==> src/uncore_defines.svh <==
`ifndef UNCORE_DEFINES_SVH
`define UNCORE_DEFINES_SVH

// Physical address and data word widths
`define UNC_ADDR_W 32
`define UNC_DATA_W 64

// Instruction side is requester 0, data side is requester 1
`define UNC_NUM_REQ 2

// Everything at or above this goes to external memory
`define UNC_DRAM_BASE 32'h8000_0000

// Device field of a local address
`define UNC_DEV_LSB 20
`define UNC_DEV_W 4

// Device number of the core-local interruptor
`define UNC_CLINT_DEV 1

// Register offsets live in the low address bits
`define UNC_OFS_W 16
`define UNC_MSIP_OFS 16'h0000
`define UNC_MTIMECMP_OFS 16'h4000
`define UNC_MTIME_OFS 16'hBFF8

`endif

==> src/uncore_pkg.sv <==
`default_nettype none

`include "uncore_defines.svh"

package uncore_pkg;

  // Physical address
  typedef logic [`UNC_ADDR_W-1:0] addr_t;

  // One data word on every path
  typedef logic [`UNC_DATA_W-1:0] data_t;

  // Requester index carried with each command and response
  typedef logic [$clog2(`UNC_NUM_REQ)-1:0] req_id_t;

  // Device field of a local address
  typedef logic [`UNC_DEV_W-1:0] dev_t;

  // Register offset inside the timer block
  typedef logic [`UNC_OFS_W-1:0] ofs_t;

  // One-entry buffer occupancy
  typedef enum logic
  {
    BUF_EMPTY,
    BUF_FULL
  } buf_state_e;

  // Source picked by the response arbiter, highest priority first
  typedef enum logic [1:0]
  {
    SRC_MEM,
    SRC_CLINT,
    SRC_LOOP,
    SRC_NONE
  } resp_src_e;

endpackage

`default_nettype wire

==> src/uncore_cmd_decode.sv <==
`default_nettype none

`include "uncore_defines.svh"

module uncore_cmd_decode
(
  input  logic                                   clk_i,
  input  logic                                   rst_i,

  input  logic [`UNC_NUM_REQ-1:0]                cmd_v_i,
  input  logic [`UNC_NUM_REQ-1:0]                cmd_write_i,
  input  uncore_pkg::addr_t [`UNC_NUM_REQ-1:0]   cmd_addr_i,
  input  uncore_pkg::data_t [`UNC_NUM_REQ-1:0]   cmd_data_i,
  output logic [`UNC_NUM_REQ-1:0]                cmd_ready_o,

  output logic                                   mem_cmd_v_o,
  input  logic                                   mem_cmd_ready_i,
  output logic                                   clint_cmd_v_o,
  input  logic                                   clint_cmd_ready_i,
  output logic                                   loop_cmd_v_o,
  input  logic                                   loop_cmd_ready_i,

  output logic                                   sel_write_o,
  output uncore_pkg::addr_t                      sel_addr_o,
  output uncore_pkg::data_t                      sel_data_o,
  output uncore_pkg::req_id_t                    sel_id_o
);

  import uncore_pkg::*;

  buf_state_e state_q;
  buf_state_e state_d;
  req_id_t    grant_id;
  logic       grant_v;
  logic       accept;
  logic       dest_fire;
  logic       is_local;
  logic       is_clint;
  dev_t       dev;

  // Fixed priority, lowest requester id wins
  always_comb
  begin
    grant_id = '0;
    grant_v  = 1'b0;
    for (int i = `UNC_NUM_REQ-1; i >= 0; i--)
    begin
      if (cmd_v_i[i])
      begin
        grant_id = req_id_t'(i);
        grant_v  = 1'b1;
      end
    end
  end

  // Only the winner sees ready, and only while the buffer is empty
  assign cmd_ready_o = (state_q == BUF_EMPTY && grant_v)
                       ? (`UNC_NUM_REQ'(1) << grant_id) : '0;
  assign accept      = |(cmd_v_i & cmd_ready_o);

  always_ff @(posedge clk_i)
  begin
    if (accept)
    begin
      sel_write_o <= cmd_write_i[grant_id];
      sel_addr_o  <= cmd_addr_i[grant_id];
      sel_data_o  <= cmd_data_i[grant_id];
      sel_id_o    <= grant_id;
    end
  end

  // Address decode of the buffered command
  assign dev      = sel_addr_o[`UNC_DEV_LSB +: `UNC_DEV_W];
  assign is_local = (sel_addr_o < `UNC_DRAM_BASE);
  assign is_clint = is_local && (dev == `UNC_DEV_W'(`UNC_CLINT_DEV));

  assign mem_cmd_v_o   = (state_q == BUF_FULL) && !is_local;
  assign clint_cmd_v_o = (state_q == BUF_FULL) && is_clint;
  assign loop_cmd_v_o  = (state_q == BUF_FULL) && is_local && !is_clint;

  assign dest_fire = (mem_cmd_v_o & mem_cmd_ready_i)
                   | (clint_cmd_v_o & clint_cmd_ready_i)
                   | (loop_cmd_v_o & loop_cmd_ready_i);

  always_comb
  begin
    case (state_q)
      BUF_EMPTY: state_d = accept ? BUF_FULL : BUF_EMPTY;
      BUF_FULL:  state_d = dest_fire ? BUF_EMPTY : BUF_FULL;
      default:   state_d = BUF_EMPTY;
    endcase
  end

  always_ff @(posedge clk_i)
  begin
    if (rst_i)
    begin
      state_q <= BUF_EMPTY;
    end
    else
    begin
      state_q <= state_d;
    end
  end

endmodule

`default_nettype wire

==> src/uncore_clint.sv <==
`default_nettype none

`include "uncore_defines.svh"

module uncore_clint
(
  input  logic                  clk_i,
  input  logic                  rst_i,

  input  logic                  cmd_v_i,
  output logic                  cmd_ready_o,
  input  logic                  cmd_write_i,
  input  uncore_pkg::addr_t     cmd_addr_i,
  input  uncore_pkg::data_t     cmd_data_i,
  input  uncore_pkg::req_id_t   cmd_id_i,

  output logic                  resp_v_o,
  input  logic                  resp_ready_i,
  output uncore_pkg::data_t     resp_data_o,
  output uncore_pkg::req_id_t   resp_id_o,

  output logic                  timer_irq_o,
  output logic                  software_irq_o
);

  import uncore_pkg::*;

  data_t   mtime_q;
  data_t   mtimecmp_q;
  logic    msip_q;
  logic    resp_v_q;
  data_t   resp_data_q;
  req_id_t resp_id_q;

  ofs_t    cmd_ofs;
  logic    accept;
  logic    wr_msip;
  logic    wr_mtimecmp;
  logic    wr_mtime;
  data_t   rd_data;

  // One response in flight at a time
  assign cmd_ready_o = !resp_v_q;
  assign accept      = cmd_v_i && cmd_ready_o;
  assign cmd_ofs     = cmd_addr_i[`UNC_OFS_W-1:0];

  assign wr_msip     = accept && cmd_write_i && (cmd_ofs == `UNC_MSIP_OFS);
  assign wr_mtimecmp = accept && cmd_write_i && (cmd_ofs == `UNC_MTIMECMP_OFS);
  assign wr_mtime    = accept && cmd_write_i && (cmd_ofs == `UNC_MTIME_OFS);

  // Unknown offsets read as zero
  always_comb
  begin
    case (cmd_ofs)
      `UNC_MSIP_OFS:     rd_data = data_t'(msip_q);
      `UNC_MTIMECMP_OFS: rd_data = mtimecmp_q;
      `UNC_MTIME_OFS:    rd_data = mtime_q;
      default:           rd_data = '0;
    endcase
  end

  always_ff @(posedge clk_i)
  begin
    if (rst_i)
    begin
      mtime_q    <= '0;
      mtimecmp_q <= '1;
      msip_q     <= 1'b0;
    end
    else
    begin
      // A write to mtime takes precedence over the tick
      if (wr_mtime)
      begin
        mtime_q <= cmd_data_i;
      end
      else
      begin
        mtime_q <= mtime_q + data_t'(1);
      end
      if (wr_mtimecmp)
      begin
        mtimecmp_q <= cmd_data_i;
      end
      if (wr_msip)
      begin
        msip_q <= cmd_data_i[0];
      end
    end
  end

  always_ff @(posedge clk_i)
  begin
    if (rst_i)
    begin
      resp_v_q <= 1'b0;
    end
    else if (accept)
    begin
      resp_v_q <= 1'b1;
    end
    else if (resp_v_q && resp_ready_i)
    begin
      resp_v_q <= 1'b0;
    end
  end

  // Writes answer with zero data
  always_ff @(posedge clk_i)
  begin
    if (accept)
    begin
      resp_data_q <= cmd_write_i ? '0 : rd_data;
      resp_id_q   <= cmd_id_i;
    end
  end

  assign resp_v_o    = resp_v_q;
  assign resp_data_o = resp_data_q;
  assign resp_id_o   = resp_id_q;

  assign timer_irq_o    = (mtime_q >= mtimecmp_q);
  assign software_irq_o = msip_q;

endmodule

`default_nettype wire

==> src/uncore_resp_route.sv <==
`default_nettype none

`include "uncore_defines.svh"

module uncore_resp_route
(
  input  logic                                   clk_i,
  input  logic                                   rst_i,

  input  logic                                   loop_cmd_v_i,
  output logic                                   loop_cmd_ready_o,
  input  uncore_pkg::req_id_t                    loop_cmd_id_i,

  input  logic                                   mem_resp_v_i,
  input  uncore_pkg::data_t                      mem_resp_data_i,
  input  uncore_pkg::req_id_t                    mem_resp_id_i,
  output logic                                   mem_resp_ready_o,

  input  logic                                   clint_resp_v_i,
  input  uncore_pkg::data_t                      clint_resp_data_i,
  input  uncore_pkg::req_id_t                    clint_resp_id_i,
  output logic                                   clint_resp_ready_o,

  output logic [`UNC_NUM_REQ-1:0]                resp_v_o,
  output uncore_pkg::data_t [`UNC_NUM_REQ-1:0]   resp_data_o,
  input  logic [`UNC_NUM_REQ-1:0]                resp_ready_i
);

  import uncore_pkg::*;

  buf_state_e loop_state_q;
  req_id_t    loop_id_q;
  logic       loop_resp_v;
  logic       taken;
  resp_src_e  grant_src;
  data_t      grant_data;
  req_id_t    grant_id;

  // Loopback holds only the id, its data is always zero
  assign loop_cmd_ready_o = (loop_state_q == BUF_EMPTY);
  assign loop_resp_v      = (loop_state_q == BUF_FULL);

  always_ff @(posedge clk_i)
  begin
    if (rst_i)
    begin
      loop_state_q <= BUF_EMPTY;
    end
    else if (loop_cmd_v_i && loop_cmd_ready_o)
    begin
      loop_state_q <= BUF_FULL;
    end
    else if (taken && grant_src == SRC_LOOP)
    begin
      loop_state_q <= BUF_EMPTY;
    end
  end

  always_ff @(posedge clk_i)
  begin
    if (loop_cmd_v_i && loop_cmd_ready_o)
    begin
      loop_id_q <= loop_cmd_id_i;
    end
  end

  // Memory first, then timer, then loopback
  always_comb
  begin
    grant_src  = SRC_NONE;
    grant_data = '0;
    grant_id   = '0;
    if (mem_resp_v_i)
    begin
      grant_src  = SRC_MEM;
      grant_data = mem_resp_data_i;
      grant_id   = mem_resp_id_i;
    end
    else if (clint_resp_v_i)
    begin
      grant_src  = SRC_CLINT;
      grant_data = clint_resp_data_i;
      grant_id   = clint_resp_id_i;
    end
    else if (loop_resp_v)
    begin
      grant_src = SRC_LOOP;
      grant_id  = loop_id_q;
    end
  end

  // Steer to the requester named by the id
  always_comb
  begin
    for (int i = 0; i < `UNC_NUM_REQ; i++)
    begin
      resp_v_o[i]    = (grant_src != SRC_NONE) && (grant_id == req_id_t'(i));
      resp_data_o[i] = grant_data;
    end
  end

  assign taken              = |(resp_v_o & resp_ready_i);
  assign mem_resp_ready_o   = taken && (grant_src == SRC_MEM);
  assign clint_resp_ready_o = taken && (grant_src == SRC_CLINT);

endmodule

`default_nettype wire

==> src/uncore_top.sv <==
`default_nettype none

`include "uncore_defines.svh"

module uncore_top
(
  input  logic                                   clk_i,
  input  logic                                   rst_i,

  // Requester commands
  input  logic [`UNC_NUM_REQ-1:0]                cmd_v_i,
  input  logic [`UNC_NUM_REQ-1:0]                cmd_write_i,
  input  uncore_pkg::addr_t [`UNC_NUM_REQ-1:0]   cmd_addr_i,
  input  uncore_pkg::data_t [`UNC_NUM_REQ-1:0]   cmd_data_i,
  output logic [`UNC_NUM_REQ-1:0]                cmd_ready_o,

  // Requester responses
  output logic [`UNC_NUM_REQ-1:0]                resp_v_o,
  output uncore_pkg::data_t [`UNC_NUM_REQ-1:0]   resp_data_o,
  input  logic [`UNC_NUM_REQ-1:0]                resp_ready_i,

  // External memory
  output logic                                   mem_cmd_v_o,
  input  logic                                   mem_cmd_ready_i,
  output logic                                   mem_cmd_write_o,
  output uncore_pkg::addr_t                      mem_cmd_addr_o,
  output uncore_pkg::data_t                      mem_cmd_data_o,
  output uncore_pkg::req_id_t                    mem_cmd_id_o,
  input  logic                                   mem_resp_v_i,
  input  uncore_pkg::data_t                      mem_resp_data_i,
  input  uncore_pkg::req_id_t                    mem_resp_id_i,
  output logic                                   mem_resp_ready_o,

  output logic                                   timer_irq_o,
  output logic                                   software_irq_o
);

  import uncore_pkg::*;

  logic    sel_write;
  addr_t   sel_addr;
  data_t   sel_data;
  req_id_t sel_id;

  logic    clint_cmd_v;
  logic    clint_cmd_ready;
  logic    loop_cmd_v;
  logic    loop_cmd_ready;

  logic    clint_resp_v;
  data_t   clint_resp_data;
  req_id_t clint_resp_id;
  logic    clint_resp_ready;

  // The buffered command fans out to every destination
  assign mem_cmd_write_o = sel_write;
  assign mem_cmd_addr_o  = sel_addr;
  assign mem_cmd_data_o  = sel_data;
  assign mem_cmd_id_o    = sel_id;

  uncore_cmd_decode u_cmd_decode
  (
    .clk_i             (clk_i),
    .rst_i             (rst_i),
    .cmd_v_i           (cmd_v_i),
    .cmd_write_i       (cmd_write_i),
    .cmd_addr_i        (cmd_addr_i),
    .cmd_data_i        (cmd_data_i),
    .cmd_ready_o       (cmd_ready_o),
    .mem_cmd_v_o       (mem_cmd_v_o),
    .mem_cmd_ready_i   (mem_cmd_ready_i),
    .clint_cmd_v_o     (clint_cmd_v),
    .clint_cmd_ready_i (clint_cmd_ready),
    .loop_cmd_v_o      (loop_cmd_v),
    .loop_cmd_ready_i  (loop_cmd_ready),
    .sel_write_o       (sel_write),
    .sel_addr_o        (sel_addr),
    .sel_data_o        (sel_data),
    .sel_id_o          (sel_id)
  );

  uncore_clint u_clint
  (
    .clk_i          (clk_i),
    .rst_i          (rst_i),
    .cmd_v_i        (clint_cmd_v),
    .cmd_ready_o    (clint_cmd_ready),
    .cmd_write_i    (sel_write),
    .cmd_addr_i     (sel_addr),
    .cmd_data_i     (sel_data),
    .cmd_id_i       (sel_id),
    .resp_v_o       (clint_resp_v),
    .resp_ready_i   (clint_resp_ready),
    .resp_data_o    (clint_resp_data),
    .resp_id_o      (clint_resp_id),
    .timer_irq_o    (timer_irq_o),
    .software_irq_o (software_irq_o)
  );

  uncore_resp_route u_resp_route
  (
    .clk_i              (clk_i),
    .rst_i              (rst_i),
    .loop_cmd_v_i       (loop_cmd_v),
    .loop_cmd_ready_o   (loop_cmd_ready),
    .loop_cmd_id_i      (sel_id),
    .mem_resp_v_i       (mem_resp_v_i),
    .mem_resp_data_i    (mem_resp_data_i),
    .mem_resp_id_i      (mem_resp_id_i),
    .mem_resp_ready_o   (mem_resp_ready_o),
    .clint_resp_v_i     (clint_resp_v),
    .clint_resp_data_i  (clint_resp_data),
    .clint_resp_id_i    (clint_resp_id),
    .clint_resp_ready_o (clint_resp_ready),
    .resp_v_o           (resp_v_o),
    .resp_data_o        (resp_data_o),
    .resp_ready_i       (resp_ready_i)
  );

endmodule

`default_nettype wire

==> config.mk <==
export PLATFORM = sky130hd
export DESIGN_NAME = uncore_top
export DESIGN_NICKNAME = d
export VERILOG_FILES = /design/src/uncore_pkg.sv /design/src/uncore_cmd_decode.sv /design/src/uncore_clint.sv /design/src/uncore_resp_route.sv /design/src/uncore_top.sv
export VERILOG_INCLUDE_DIRS = /design/src
export SDC_FILE = /design/constraint.sdc
export NUM_CORES = 1
export LEC_CHECK = 0
export BUFFER_PORTS_ARGS = -buffer_cell sky130_fd_sc_hd__buf_2
export CORE_ASPECT_RATIO = 1.5
export CORE_MARGIN = 2
export CORE_UTILIZATION = 38
export DETAILED_ROUTE_END_ITERATION = 8
export PLACE_DENSITY = 0.64
export SLEW_MARGIN = 20
export SYNTH_ARGS = -nofsm -noshare
export SYNTH_HDL_FRONTEND = slang
export SYNTH_SLANG_ARGS = --single-unit
==> constraint.sdc <==
create_clock -name clk_i -period 7.12 [get_ports clk_i]
set_clock_uncertainty 0.2 [all_clocks]
set_input_delay 0.712 -clock clk_i [delete_from_list [all_inputs] [get_ports clk_i]]
set_output_delay 0.712 -clock clk_i [all_outputs]
set_load 0.005 [all_outputs]
Yosys cells after proc, flatten, opt, wreduce, memory -nomap -nowiden
Cells that the tools add are included.

Register bits: 296. Input port bits: 267. Output and inout port bits: 234.

$add $sub $neg: 1. Order comparisons: 3. Eq/ne operators: 6. Shifts and indexed selects: 1. Mux-type cells: 27. Bitwise operators: 10. Reductions and logical operators: 27.

Operator list (number): two-way mux 64 bit (5); one-hot mux 64 bit (3 select lines) (1); adder 64 x 1 -> 64 bit (second input constant) (1); greater-or-equal comparator 64 bit (1); two-way mux 32 bit (2); less-than comparator 32 bit (second input constant) (1); logical AND 1 bit (18); == test 16 x 15 -> 1 bit (second input constant) (1); == test 16 bit (second input constant) (1); zero test 16 bit (1); two-way mux 1 bit (15); two-way mux 2 bit (3); AND 2 bit (2); == test 4 x 1 -> 1 bit (second input constant) (1); nonzero test 2 bit (2); OR reduction 2 bit (2); AND 1 bit (3); zero test 1 bit (3); NOT 1 bit (3); == test 2 x 1 -> 1 bit (second input constant) (1); == test 2 bit (second input constant) (1); zero test 2 bit (1); less-than comparator 1 x 2 -> 1 bit (second input constant) (1); != test 2 bit (second input constant) (1); other kinds (3) (4).

Depth between registers and ports, before layout
Gate-level depths: netlist (run 1).

Depth after elaboration: 11. Mapped depth: 9. Mapped depth without buffers: 9.

Hierarchy
From an unflattened synthesis (run 1), not the netlist that was laid out.

Cell total of the unflattened synthesis: 1692. Area, all modules: 15579.9 sq um.

Modules (own cells, without submodules): uncore_clint (instances 1, cells an instance 1103, area an instance 10060.9 sq um, seq. area each 4554.4 sq um); uncore_cmd_decode (instances 1, cells an instance 426, area an instance 4245.3 sq um, seq. area each 2962.8 sq um); uncore_resp_route (instances 1, cells an instance 163, area an instance 1273.7 sq um, seq. area each 50.0 sq um).

Worst setup path before layout (run 1)
No wires, ideal clock.

Kind: input-to-reg. Start: in cmd_v_i[0]. End: reg u_cmd_decode.sel_addr_o[0], enable pin. Setup time: 0.560 ns. Data arrival time: 4.904 ns. Data required time: 6.360 ns. Setup slack: 1.456 ns. Stages on the path: 2. Path buffers: 0. Path through: nor2_1 > nor2_1.

Word-level cells in the longest chain between the ends: 5.

Ends and longest elaborated chain: start: declaration (line uncore_top.sv:11) `` input logic [`UNC_NUM_REQ-1:0] cmd_v_i, ``; two-way mux 1 bit (line uncore_cmd_decode.sv:48) `if (cmd_v_i[i])`; << shifter 1 x 1 -> 2 bit (no line) / logical AND 1 bit (equally long branches); two-way mux 2 bit (line uncore_cmd_decode.sv:57) `assign cmd_ready_o = (state_q == BUF_EMPTY && grant_v)`; AND 2 bit (*) (line uncore_cmd_decode.sv:59) `assign accept = |(cmd_v_i & cmd_ready_o);`; OR reduction 2 bit (*) (line uncore_cmd_decode.sv:59); net u_cmd_decode.accept (line uncore_cmd_decode.sv:35) `logic accept;`; end signal: assignment (line uncore_cmd_decode.sv:66) `sel_addr_o <= cmd_addr_i[grant_id];`; end: declaration (line uncore_cmd_decode.sv:24) `output uncore_pkg::addr_t sel_addr_o,`.

Mark *: on every way through the listed nets, which the timed path passes. The rest lies on a longest branch. A chain may end at the register's enable or synchronous reset.

Worst setup path in the final report (run 1)
Start: reg u_cmd_decode.sel_addr_o[21]. End: reg u_clint.mtimecmp_q[38].

Word-level cells in the longest chain between the ends: 6.

Ends and longest elaborated chain: less-than comparator 32 bit (no line) / == test 4 x 1 -> 1 bit (equally long branches); logical AND 1 bit (*) (line uncore_cmd_decode.sv:75) `` assign is_clint = is_local && (dev == `UNC_DEV_W'(`UNC_CLINT_DEV)); ``; logical AND 1 bit (*) (line uncore_cmd_decode.sv:78) `assign clint_cmd_v_o = (state_q == BUF_FULL) && is_clint;`; logical AND 1 bit (*) (line uncore_clint.sv:44) `assign accept = cmd_v_i && cmd_ready_o;`; net u_clint.accept (line uncore_clint.sv:36) `logic accept;`; logical AND 1 bit (*) (2 in a row) (line uncore_clint.sv:48) `` assign wr_mtimecmp = accept && cmd_write_i && (cmd_ofs == `UNC_MTIMECMP_OFS); ``; end signal: assignment (line uncore_clint.sv:83) `mtimecmp_q <= cmd_data_i;`; end: declaration (line uncore_clint.sv:29) `data_t mtimecmp_q;`.

Marked as above.

==> results of run 1 <==
## final cells by class
type	count	area [µm²]
clock buffer	36	815
inverter	74	278
multi-input combinational	946	6810
clock inverter	20	308
timing repair buffer	512	2620
antenna	2	5.00
tap	506	633
fill	3710	21200
sequential	296	7570
## cell families after synthesis
family / after synthesis / synth area share
adders and majority gates: 65 / 0.0526
buffers and inverters: 230 / 0.0728
xor gates and xnor gates: 56 / 0.0317
AOI/OAI and AO/OA: 313 / 0.156
muxes: 100 / 0.0726
and+or+nand+nor: 412 / 0.125
DFF: 296 / 0.490
## registers in the layout (all words and copies together), names as in the netlist
signal and count:
u_clint.software_irq_o 1, u_clint.mtime_q 64, u_cmd_decode.sel_write_o 1, u_resp_route.loop_id_q 1
u_cmd_decode.state_q 1, u_clint.resp_data_o 64, u_clint.resp_v_o 1, u_cmd_decode.sel_data_o 64
u_clint.resp_id_o 1, u_resp_route.loop_resp_v 1, u_clint.mtimecmp_q 64, u_cmd_decode.sel_id_o 1
u_cmd_decode.sel_addr_o 32
## worst paths after layout
kind                                    startpoint                                     to  depth (start not counted)
max          u_cmd_decode.sel_addr_o[21]$_DFFE_PP_    u_clint.mtimecmp_q[38]$_SDFFE_PP1P_                          8
min                                 cmd_addr_i[49]  u_cmd_decode.sel_addr_o[17]$_DFFE_PP_                          2
max reg2reg  u_cmd_decode.sel_addr_o[21]$_DFFE_PP_    u_clint.mtimecmp_q[38]$_SDFFE_PP1P_                          8
min reg2reg        u_cmd_decode.sel_id_o$_DFFE_PP_       u_resp_route.loop_id_q$_DFFE_PP_                          0
## stage by stage
step / worst slack [ns] / utilization / power [µW] / cell area, µm² / std cells
after detailed placement: 2.82 / 0.445 / 2330 / 17900 / 2334
after global placement: 2.92 / 0.445 / 2320 / 17900 / 2333
after floorplan: 1.46 / - / 2120 / 15500 / 1472
final: 2.87 / 0.473 / 4090 / 19000 / 2392
after CTS: 2.75 / 0.473 / 4130 / 19000 / 2390
after global routing: 2.51 / 0.473 / 4210 / 19000 / 2392
## layout by cell type (no fill, tap or decap), drive strengths merged, types with 6 or more instances in the layout
cell type and instances:
a211o 65, a211oi 56, a21o 6, a21oi 28, a22o 64, a22oi 63
a311oi 6, and2 9, and3 12, and4 6, buf 512, bufinv 8
clkbuf 36, clkinv 9, dfxtp 132, edfxtp 164, ha 65, inv 75
mux2 97, nand2 59, nand3 25, nand4 28, nor2 226, nor2b 6
nor3 15, nor4 9, o21ai 18, or3 7, xnor2 23, xor2 33
## layer usage
layer  track usage  part of all wire  vias up
li1              -                 -     6101
met4        0.0695             0.029        4
met1         0.241              0.39     6045
met5             0           0.00049        -
met2         0.379              0.53      426
met3        0.0266             0.051       68
## power by group through the flow
| stage | registers (µW) | clock network (µW) | logic [µW] |
|---|---|---|---|
| floorplan | 1960 | 0 | 158 |
| global placement | 1970 | 0 | 346 |
| detailed placement | 1980 | 0 | 354 |
| CTS | 1940 | 1840 | 355 |
| global route | 1940 | 1890 | 379 |
| finish | 1940 | 1800 | 350 |
## cell usage after synthesis (all sizes together), types with 9 or more instances
master and number:
clkbuf 70, buf 86, dfxtp 132, o21ai 18
inv 74, a22oi 63, nor2 226, and3 12
mux2 97, nand3 25, and2 9, a21oi 28
xor2 33, nor4 9, nor3 15, a211o 65
edfxtp 164, xnor2 23, a22o 64, nand4 28
ha 65, a211oi 56, nand2 59
## critical path, delay by kind of cell, from the launching register on
kind,cells,cell delay (ns)
AO/OA/AOI/OAI,1,0.29
buffers and inverters,2,1.31
AND/OR/NAND/NOR,5,1.88
flip-flops,1,0.40
==> results.cfg, run 1 <==
[run_status]
outcome = completed

[cells_and_area]
layout.nets = 2192
area_growth_pct = 23.1
layout-drive-gt1-share = 0.360

[grt]
antenna_found_initial = 4
grt_max_degree = 78
grt_pass1_vias = 12501
grt_pass1_wl_um = 68300
grt_use_total = 0.204
overflow = 0

[clock_tree]
hold_buffers = 0
cts_buffer_depth = 3
cts_tree = yes
ctsResizeCount = 0
cts_htree_levels = 1
root_buffer = clkbuf_16
cts.reportedPaths.clkPinSlew_ns = 0.07
clock_latency_ns = 0.57
cts.sinks = 296
numCtsBuffers = 30
post_cts_buffers = 0

[worst_setup_path]
crit_type = flip-flop to flip-flop
reg2reg_setup_slack_ns = 2.87
cp.arrival_ns = 4.51
setup.worst_path.start_class = flip-flop
worstSetupEndpointType = flip-flop
crit_chain = nor4b_1, and4bb_4, buf_4, and2_0, and2_4, buf_4, nor2_1, a211o_1
worstPathRequired_ns = 7.38
path_common_cell = buf_4
cp_max_fo = 75
critPathMaxStageDelay_ns = 0.71
cpMaxStageDelayCell = buf_4

[die]
die_h_um = 251
rows = 90
dieArea_um2 = 42300
die_w_um = 169
coreArea_um2 = 40200
io_pins = 501
start_util = 0.385

[pwr]
switching_share = 0.226
pwr-share-seq = 0.474
pwr-share-clk = 0.440
p_int_uw = 3160
p_per_area_nw_per_um2 = 215
net-switching-power_uw = 925
vdd_ir_drop_max_v = 0.000169
leakage_uw = 0.00837
p_comb_frac = 0.086

[drt]
antenna_left = 0
num_vias = 12644
via_per_inst = 5.29
wire_per_inst_um = 18.8
drc_errors = 0
dr.pass1.iters = 7
wirelength_um = 45000
drt_iter0_drc = 725

[synthesis]
synthTopCellsByArea = edfxtp_1 32%, dfxtp_1 17%, mux2_2 7.1%, nor2_1 5.5%, ha_1 5.3%
synthesis.area_um2 = 15500
syn_nets = 1804
synth_cell_type_count = 54
synth.avg_cell_area_um2 = 10.5
ys_ff_latch = 296
synth_flop_cell = edfxtp_1
yosysTopAreaCell = edfxtp_1
synth_top_area_share = 0.319
synth_warnings = 0
synth-seq-area-share = 0.490
synth-async-reset-ratio = 0
synth-edff-count = 164
synth_cells = 1472

[timing]
fin_crit_ns = 4.25
finalHoldViolations = 0
worst_pin_slew_ns = 1.05
whs_ns = 0.238
fin_setup_tns_ns = 0
final-max-slew-violation-count = 0
rsz0062_at_grt = false
slew_headroom = 0.298
fin_crit_sh = 0.597
setup_viol = 0
fmax_mhz = 235

[job]
max_cap_viol_count = 0

[place]
gp_congestion = 0.890
port_buffers = 500
hpwl_um = 32500

[worst_hold_path]
min_path_type = input port to flip-flop
Power figures use the tool's default switching activity.
==> run 2: changes to the inputs <==
clock period = 4.1 ns   (was 7.12 ns; I/O delays follow)
==> run 2 against run 1 <==
Against the previous run: combinational power increased by 120%; clock-buffer cell count increased by 7; largest cell class unchanged; global-route usage increased by 1.9 points; largest power group unchanged; final cell count increased by 7.7%; register-to-register slack got worse by 1.7 ns; sequential share of layout area decreased by 3.4 points.
==> results.cfg, run 2 (synthesized netlist as in run 1, its figures left out) <==
[drt]
drt_iter0_drc = 627
wire_per_inst_um = 19.0
drc_errors = 0
dr.pass1.iters = 5
wirelength_um = 49000
antenna_left = 0
num_vias = 13593
via_per_inst = 5.28

[cells_and_area]
layout_commonest_cell = buf_2
layout_common_cells = 499 x buf_2, 224 x nor2_1, 182 x dlygate4sd3_1, 164 x edfxtp_1, 132 x dfxtp_1
area_growth_pct = 34.5
n_fill_cell = 3529
layout.nets = 2377
final_util = 0.517
layout-drive-gt1-share = 0.328

[worst_setup_path]
reg2reg_setup_slack_ns = 1.15
setup.worst_path.start_class = flip-flop
cp.arrival_ns = 3.10
r2r-end = u_clint.mtime_q[61]$_SDFF_PP0_
r2r-start = u_cmd_decode.sel_addr_o[21]$_DFFE_PP_
worstPathRequired_ns = 3.49
crit_type = flip-flop to primary output
worstSetupEndpointType = primary output
worstSetupEndpoint = timer_irq_o
r2r_cells = 6
crit_start = u_clint.mtime_q[15]$_SDFF_PP0_
cp_max_fo = 6

[clock_tree]
root_buffer = clkbuf_16
clock_latency_ns = 0.57
cts_buffer_depth = 3
numCtsBuffers = 31
cts_tree = yes
cts.sinks = 296
post_cts_buffers = 0
cts.reportedPaths.clkPinSlew_ns = 0.06
cts_htree_levels = 1

[job]
max_cap_viol_count = 0

[timing]
worst_pin_slew_ns = 1.07
finalHoldViolations = 0
fin_crit_sh = 0.904
slew_headroom = 0.281
final-max-slew-violation-count = 0
fin_crit_ns = 3.71
rsz0062_at_grt = false
setup_viol = 0
fin_setup_tns_ns = 0
fmax_mhz = 270

[die]
die_h_um = 251
rows = 90
start_util = 0.385
die_w_um = 169
coreArea_um2 = 40200
dieArea_um2 = 42300
io_pins = 501

[place]
gp_congestion = 0.871
hpwl_um = 32600
port_buffers = 500

[run_status]
outcome = completed

[grt]
grt_pass1_wl_um = 74400
grt_max_degree = 129
antenna_found_initial = 3
grt_use_total = 0.223
overflow = 0
grt_pass1_vias = 13740

[pwr]
leakage_uw = 0.00909
p_per_area_nw_per_um2 = 334
vdd_ir_drop_max_v = 0.000312

[worst_hold_path]
min_path_type = input port to flip-flop
==> run 2: final cells by class <==
type	count	area, µm²	area share
tap	506	633	0.0305
multi-input combinational	946	6810	0.328
inverter	74	278	0.0134
clock inverter	14	125	0.00602
sequential	296	7570	0.364
timing repair buffer	696	4480	0.216
antenna	1	2.50	0.000120
clock buffer	43	882	0.0424
==> run 2: worst min path at each step <==
stage,startpoint,endpoint,slack (ns),cells past startpoint
3_3_place_gp,u_cmd_decode.sel_id_o$_DFFE_PP_,u_clint.resp_id_o$_DFFE_PP_,0.26,0
6_report,cmd_data_i[39],u_cmd_decode.sel_data_o[39]$_DFFE_PP_,0.04,2
5_1_grt,cmd_data_i[38],u_cmd_decode.sel_data_o[38]$_DFFE_PP_,0.008,2
4_1_cts,cmd_data_i[102],u_cmd_decode.sel_data_o[38]$_DFFE_PP_,0.008,2
3_5_place_dp,u_cmd_decode.sel_id_o$_DFFE_PP_,u_clint.resp_id_o$_DFFE_PP_,0.27,0
2_1_floorplan,u_cmd_decode.sel_id_o$_DFFE_PP_,u_clint.resp_id_o$_DFFE_PP_,0.27,0
==> run 2: metrics by stage <==
stage	hold slack (ns)	power, µW	cells	setup WS [ns]	cell area, µm²
after detailed placement	0.270	4040	2336	0.583	17900
after CTS	0.00781	6990	2575	0.225	20800
after global routing	0.00815	7190	2576	0.186	20800
after floorplan	0.271	3680	1472	0.467	15500
final	0.0403	6940	2576	0.393	20800
after global placement	0.257	4020	2336	0.737	17900
==> run 2: power breakdown <==
part / switching, µW / internal [µW]
sequential: 105 / 3260
clock: 1170 / 1620
combinational: 333 / 452
total: 1600 / 5340
==> run 2: routing by layer <==
| layer | vias up | part of all wire | track usage |
|---|---|---|---|
| met2 | 499 | 0.53 | 0.417 |
| met3 | 112 | 0.053 | 0.0320 |
| met1 | 6511 | 0.38 | 0.253 |
| met4 | 2 | 0.037 | 0.0857 |
| li1 | 6469 | - | - |
| met5 | - | 0.00027 | 0 |
==> run 2: worst max-delay path, stage by stage, from the launching register on <==
cell      delay, ns
dfxtp_1        0.36
ha_1           0.32
nand2_1        0.09
nor4_1         0.43
o41ai_1        0.17
o211ai_1       0.31
a211o_1        0.23
a221oi_2       0.10
o21ai_0        0.34
buf_2          0.18
==> run 2: what timing repair did <==
item / 4_1_cts / 5_1_grt
hold buffers: 182 / 0
hold endpoints to repair: 91 / 0
endpoints found under the setup margin: 1 / 0
resized for setup: 1 / 0
==> run 3: changes to the inputs <==
CORE_MARGIN = default   (was 2)
==> run 3 against run 2 <==
Against the previous run: the run now ends with design-rule violations left; largest cell class unchanged; routed wire length shrank 1.3%; register-to-register slack lost 0.08 ns; die area shrank 2.0%; final cell count grew 0.47%.
==> results.cfg, run 3 (synthesized netlist as in run 1, its figures left out) <==
[worst_setup_path]
cpMaxStageDelayCell = a221oi_1
r2r-start = u_cmd_decode.sel_addr_o[21]$_DFFE_PP_
cp_top_family = compound AO/OA/AOI/OAI gates
cp.arrival_ns = 3.15
r2r_cells = 7
worstPathRequired_ns = 3.49
reg2reg_setup_slack_ns = 1.07
critPathBufInv = 2
r2r-end = u_clint.mtimecmp_q[11]$_SDFFE_PP1P_
crit_chain = inv_1, ha_1, a21oi_1, o21ai_0, a21oi_1, o211ai_1, a211o_1, a221oi_1, o21ai_0, buf_2
setup.worst_path.start_class = flip-flop
cp_max_fo = 2
critPathMaxStageDelay_ns = 0.49
crit_type = flip-flop to primary output
worstSetupEndpointType = primary output

[cells_and_area]
layout-drive-gt1-share = 0.329
n_fill_cell = 3491
final_util = 0.519
layout.nets = 2389
area_growth_pct = 35.0
layout_common_cells = 499 x buf_2, 224 x nor2_1, 189 x dlygate4sd3_1, 164 x edfxtp_1, 132 x dfxtp_1
layout_commonest_cell = buf_2

[timing]
fmax_mhz = 266
fin_setup_tns_ns = 0
fin_crit_sh = 0.916
finalHoldViolations = 0
rsz0062_at_grt = false
setup_viol = 0
worst_pin_slew_ns = 0.919
whs_ns = 0.0261
slew_headroom = 0.387
final-max-slew-violation-count = 0
fin_crit_ns = 3.76

[clock_tree]
clock_latency_ns = 0.57
numCtsBuffers = 30
cts_htree_levels = 1
ctsResizeCount = 0
cts_tree = yes
post_cts_buffers = 0
cts_buffer_depth = 3
cts.sinks = 296
hold_buffers = 189
root_buffer = clkbuf_16
cts.reportedPaths.clkPinSlew_ns = 0.07

[die]
coreArea_um2 = 40200
die_w_um = 167
dieArea_um2 = 41500
rows = 90
start_util = 0.385
io_pins = 501
die_h_um = 249

[pwr]
switching_share = 0.236
net-switching-power_uw = 1640
p_per_area_nw_per_um2 = 331
pwr-share-clk = 0.400
p_int_uw = 5280
leakage_uw = 0.00915
vdd_ir_drop_max_v = 0.000381
pwr-share-seq = 0.486
p_comb_frac = 0.114

[drt]
drt_iter0_drc = 697
num_vias = 13462
drc_errors = 3
wire_per_inst_um = 18.7
antenna_left = 0
via_per_inst = 5.20
wirelength_um = 48300
dr.pass1.iters = 9

[worst_hold_path]
min_path_type = input port to flip-flop
hold_depth = 2
min_from = cmd_data_i[30]
holdPathEnd = u_cmd_decode.sel_data_o[30]$_DFFE_PP_

[grt]
grt_use_total = 0.227
grt_pass1_vias = 13827
overflow = 0
grt_pass1_wl_um = 74200
grt_max_degree = 102
antenna_found_initial = 2

[place]
hpwl_um = 32500
port_buffers = 500
gp_congestion = 0.882

[run_status]
outcome = finished with violations
violations = design-rule violations

[job]
max_cap_viol_count = 0
[run 3: cell type report]
| type | count | area [µm²] | area share |
|---|---|---|---|
| Clock inverter | 23 | 199 | 0.00953 |
| Inverter | 74 | 278 | 0.0133 |
| Sequential cell | 296 | 7570 | 0.363 |
| Tap cell | 506 | 633 | 0.0303 |
| Clock buffer | 33 | 783 | 0.0375 |
| Antenna cell | 1 | 2.50 | 0.000120 |
| Multi-Input combinational cell | 946 | 6810 | 0.326 |
| Timing Repair Buffer | 709 | 4600 | 0.220 |
[run 3: per-layer routing]
| metal | vias to the layer above | wire length [µm] | track usage | share of wire |
|---|---|---|---|---|
| li1 | 6497 | - | - | - |
| met1 | 6377 | 18700 | 0.256 | 0.39 |
| met2 | 488 | 25200 | 0.422 | 0.52 |
| met3 | 98 | 2420 | 0.0300 | 0.050 |
| met4 | 2 | 2000 | 0.104 | 0.041 |
| met5 | - | 17 | 0 | 0.00035 |
[run 3: stage by stage]
| stage | total power (µW) | instance area (µm²) | worst slack (ns) | std cells |
|---|---|---|---|---|
| finish | 6920 | 20900 | 0.345 | 2588 |
| global route | 7160 | 20900 | 0.159 | 2588 |
| CTS | 6960 | 20900 | 0.172 | 2587 |
| detailed placement | 4040 | 18000 | 0.812 | 2342 |
| global placement | 4030 | 18000 | 0.864 | 2342 |
| floorplan | 3680 | 15500 | 0.467 | 1472 |
[run 3: power by group through the flow]
stage | clock network (µW) | logic (µW) | registers (µW)
finish | 2770 | 790 | 3360
global route | 2950 | 843 | 3370
CTS | 2820 | 775 | 3370
detailed placement | 0 | 605 | 3430
global placement | 0 | 601 | 3430
floorplan | 0 | 274 | 3400
[run 3: how the worst max path moves through the flow]
stage | from | to | slack (ns) | cells past startpoint
after floorplan | cmd_v_i[0] | u_cmd_decode.sel_addr_o[0]$_DFFE_PP_ | 0.47 | 2
after global placement | u_clint.mtime_q[0]$_SDFF_PP0_ | timer_irq_o | 0.86 | 10
after detailed placement | u_clint.mtime_q[0]$_SDFF_PP0_ | timer_irq_o | 0.81 | 10
after CTS | u_clint.mtime_q[0]$_SDFF_PP0_ | timer_irq_o | 0.17 | 10
after global routing | u_clint.mtime_q[0]$_SDFF_PP0_ | timer_irq_o | 0.16 | 10
final | u_clint.mtimecmp_q[11]$_SDFFE_PP1P_ | timer_irq_o | 0.34 | 10
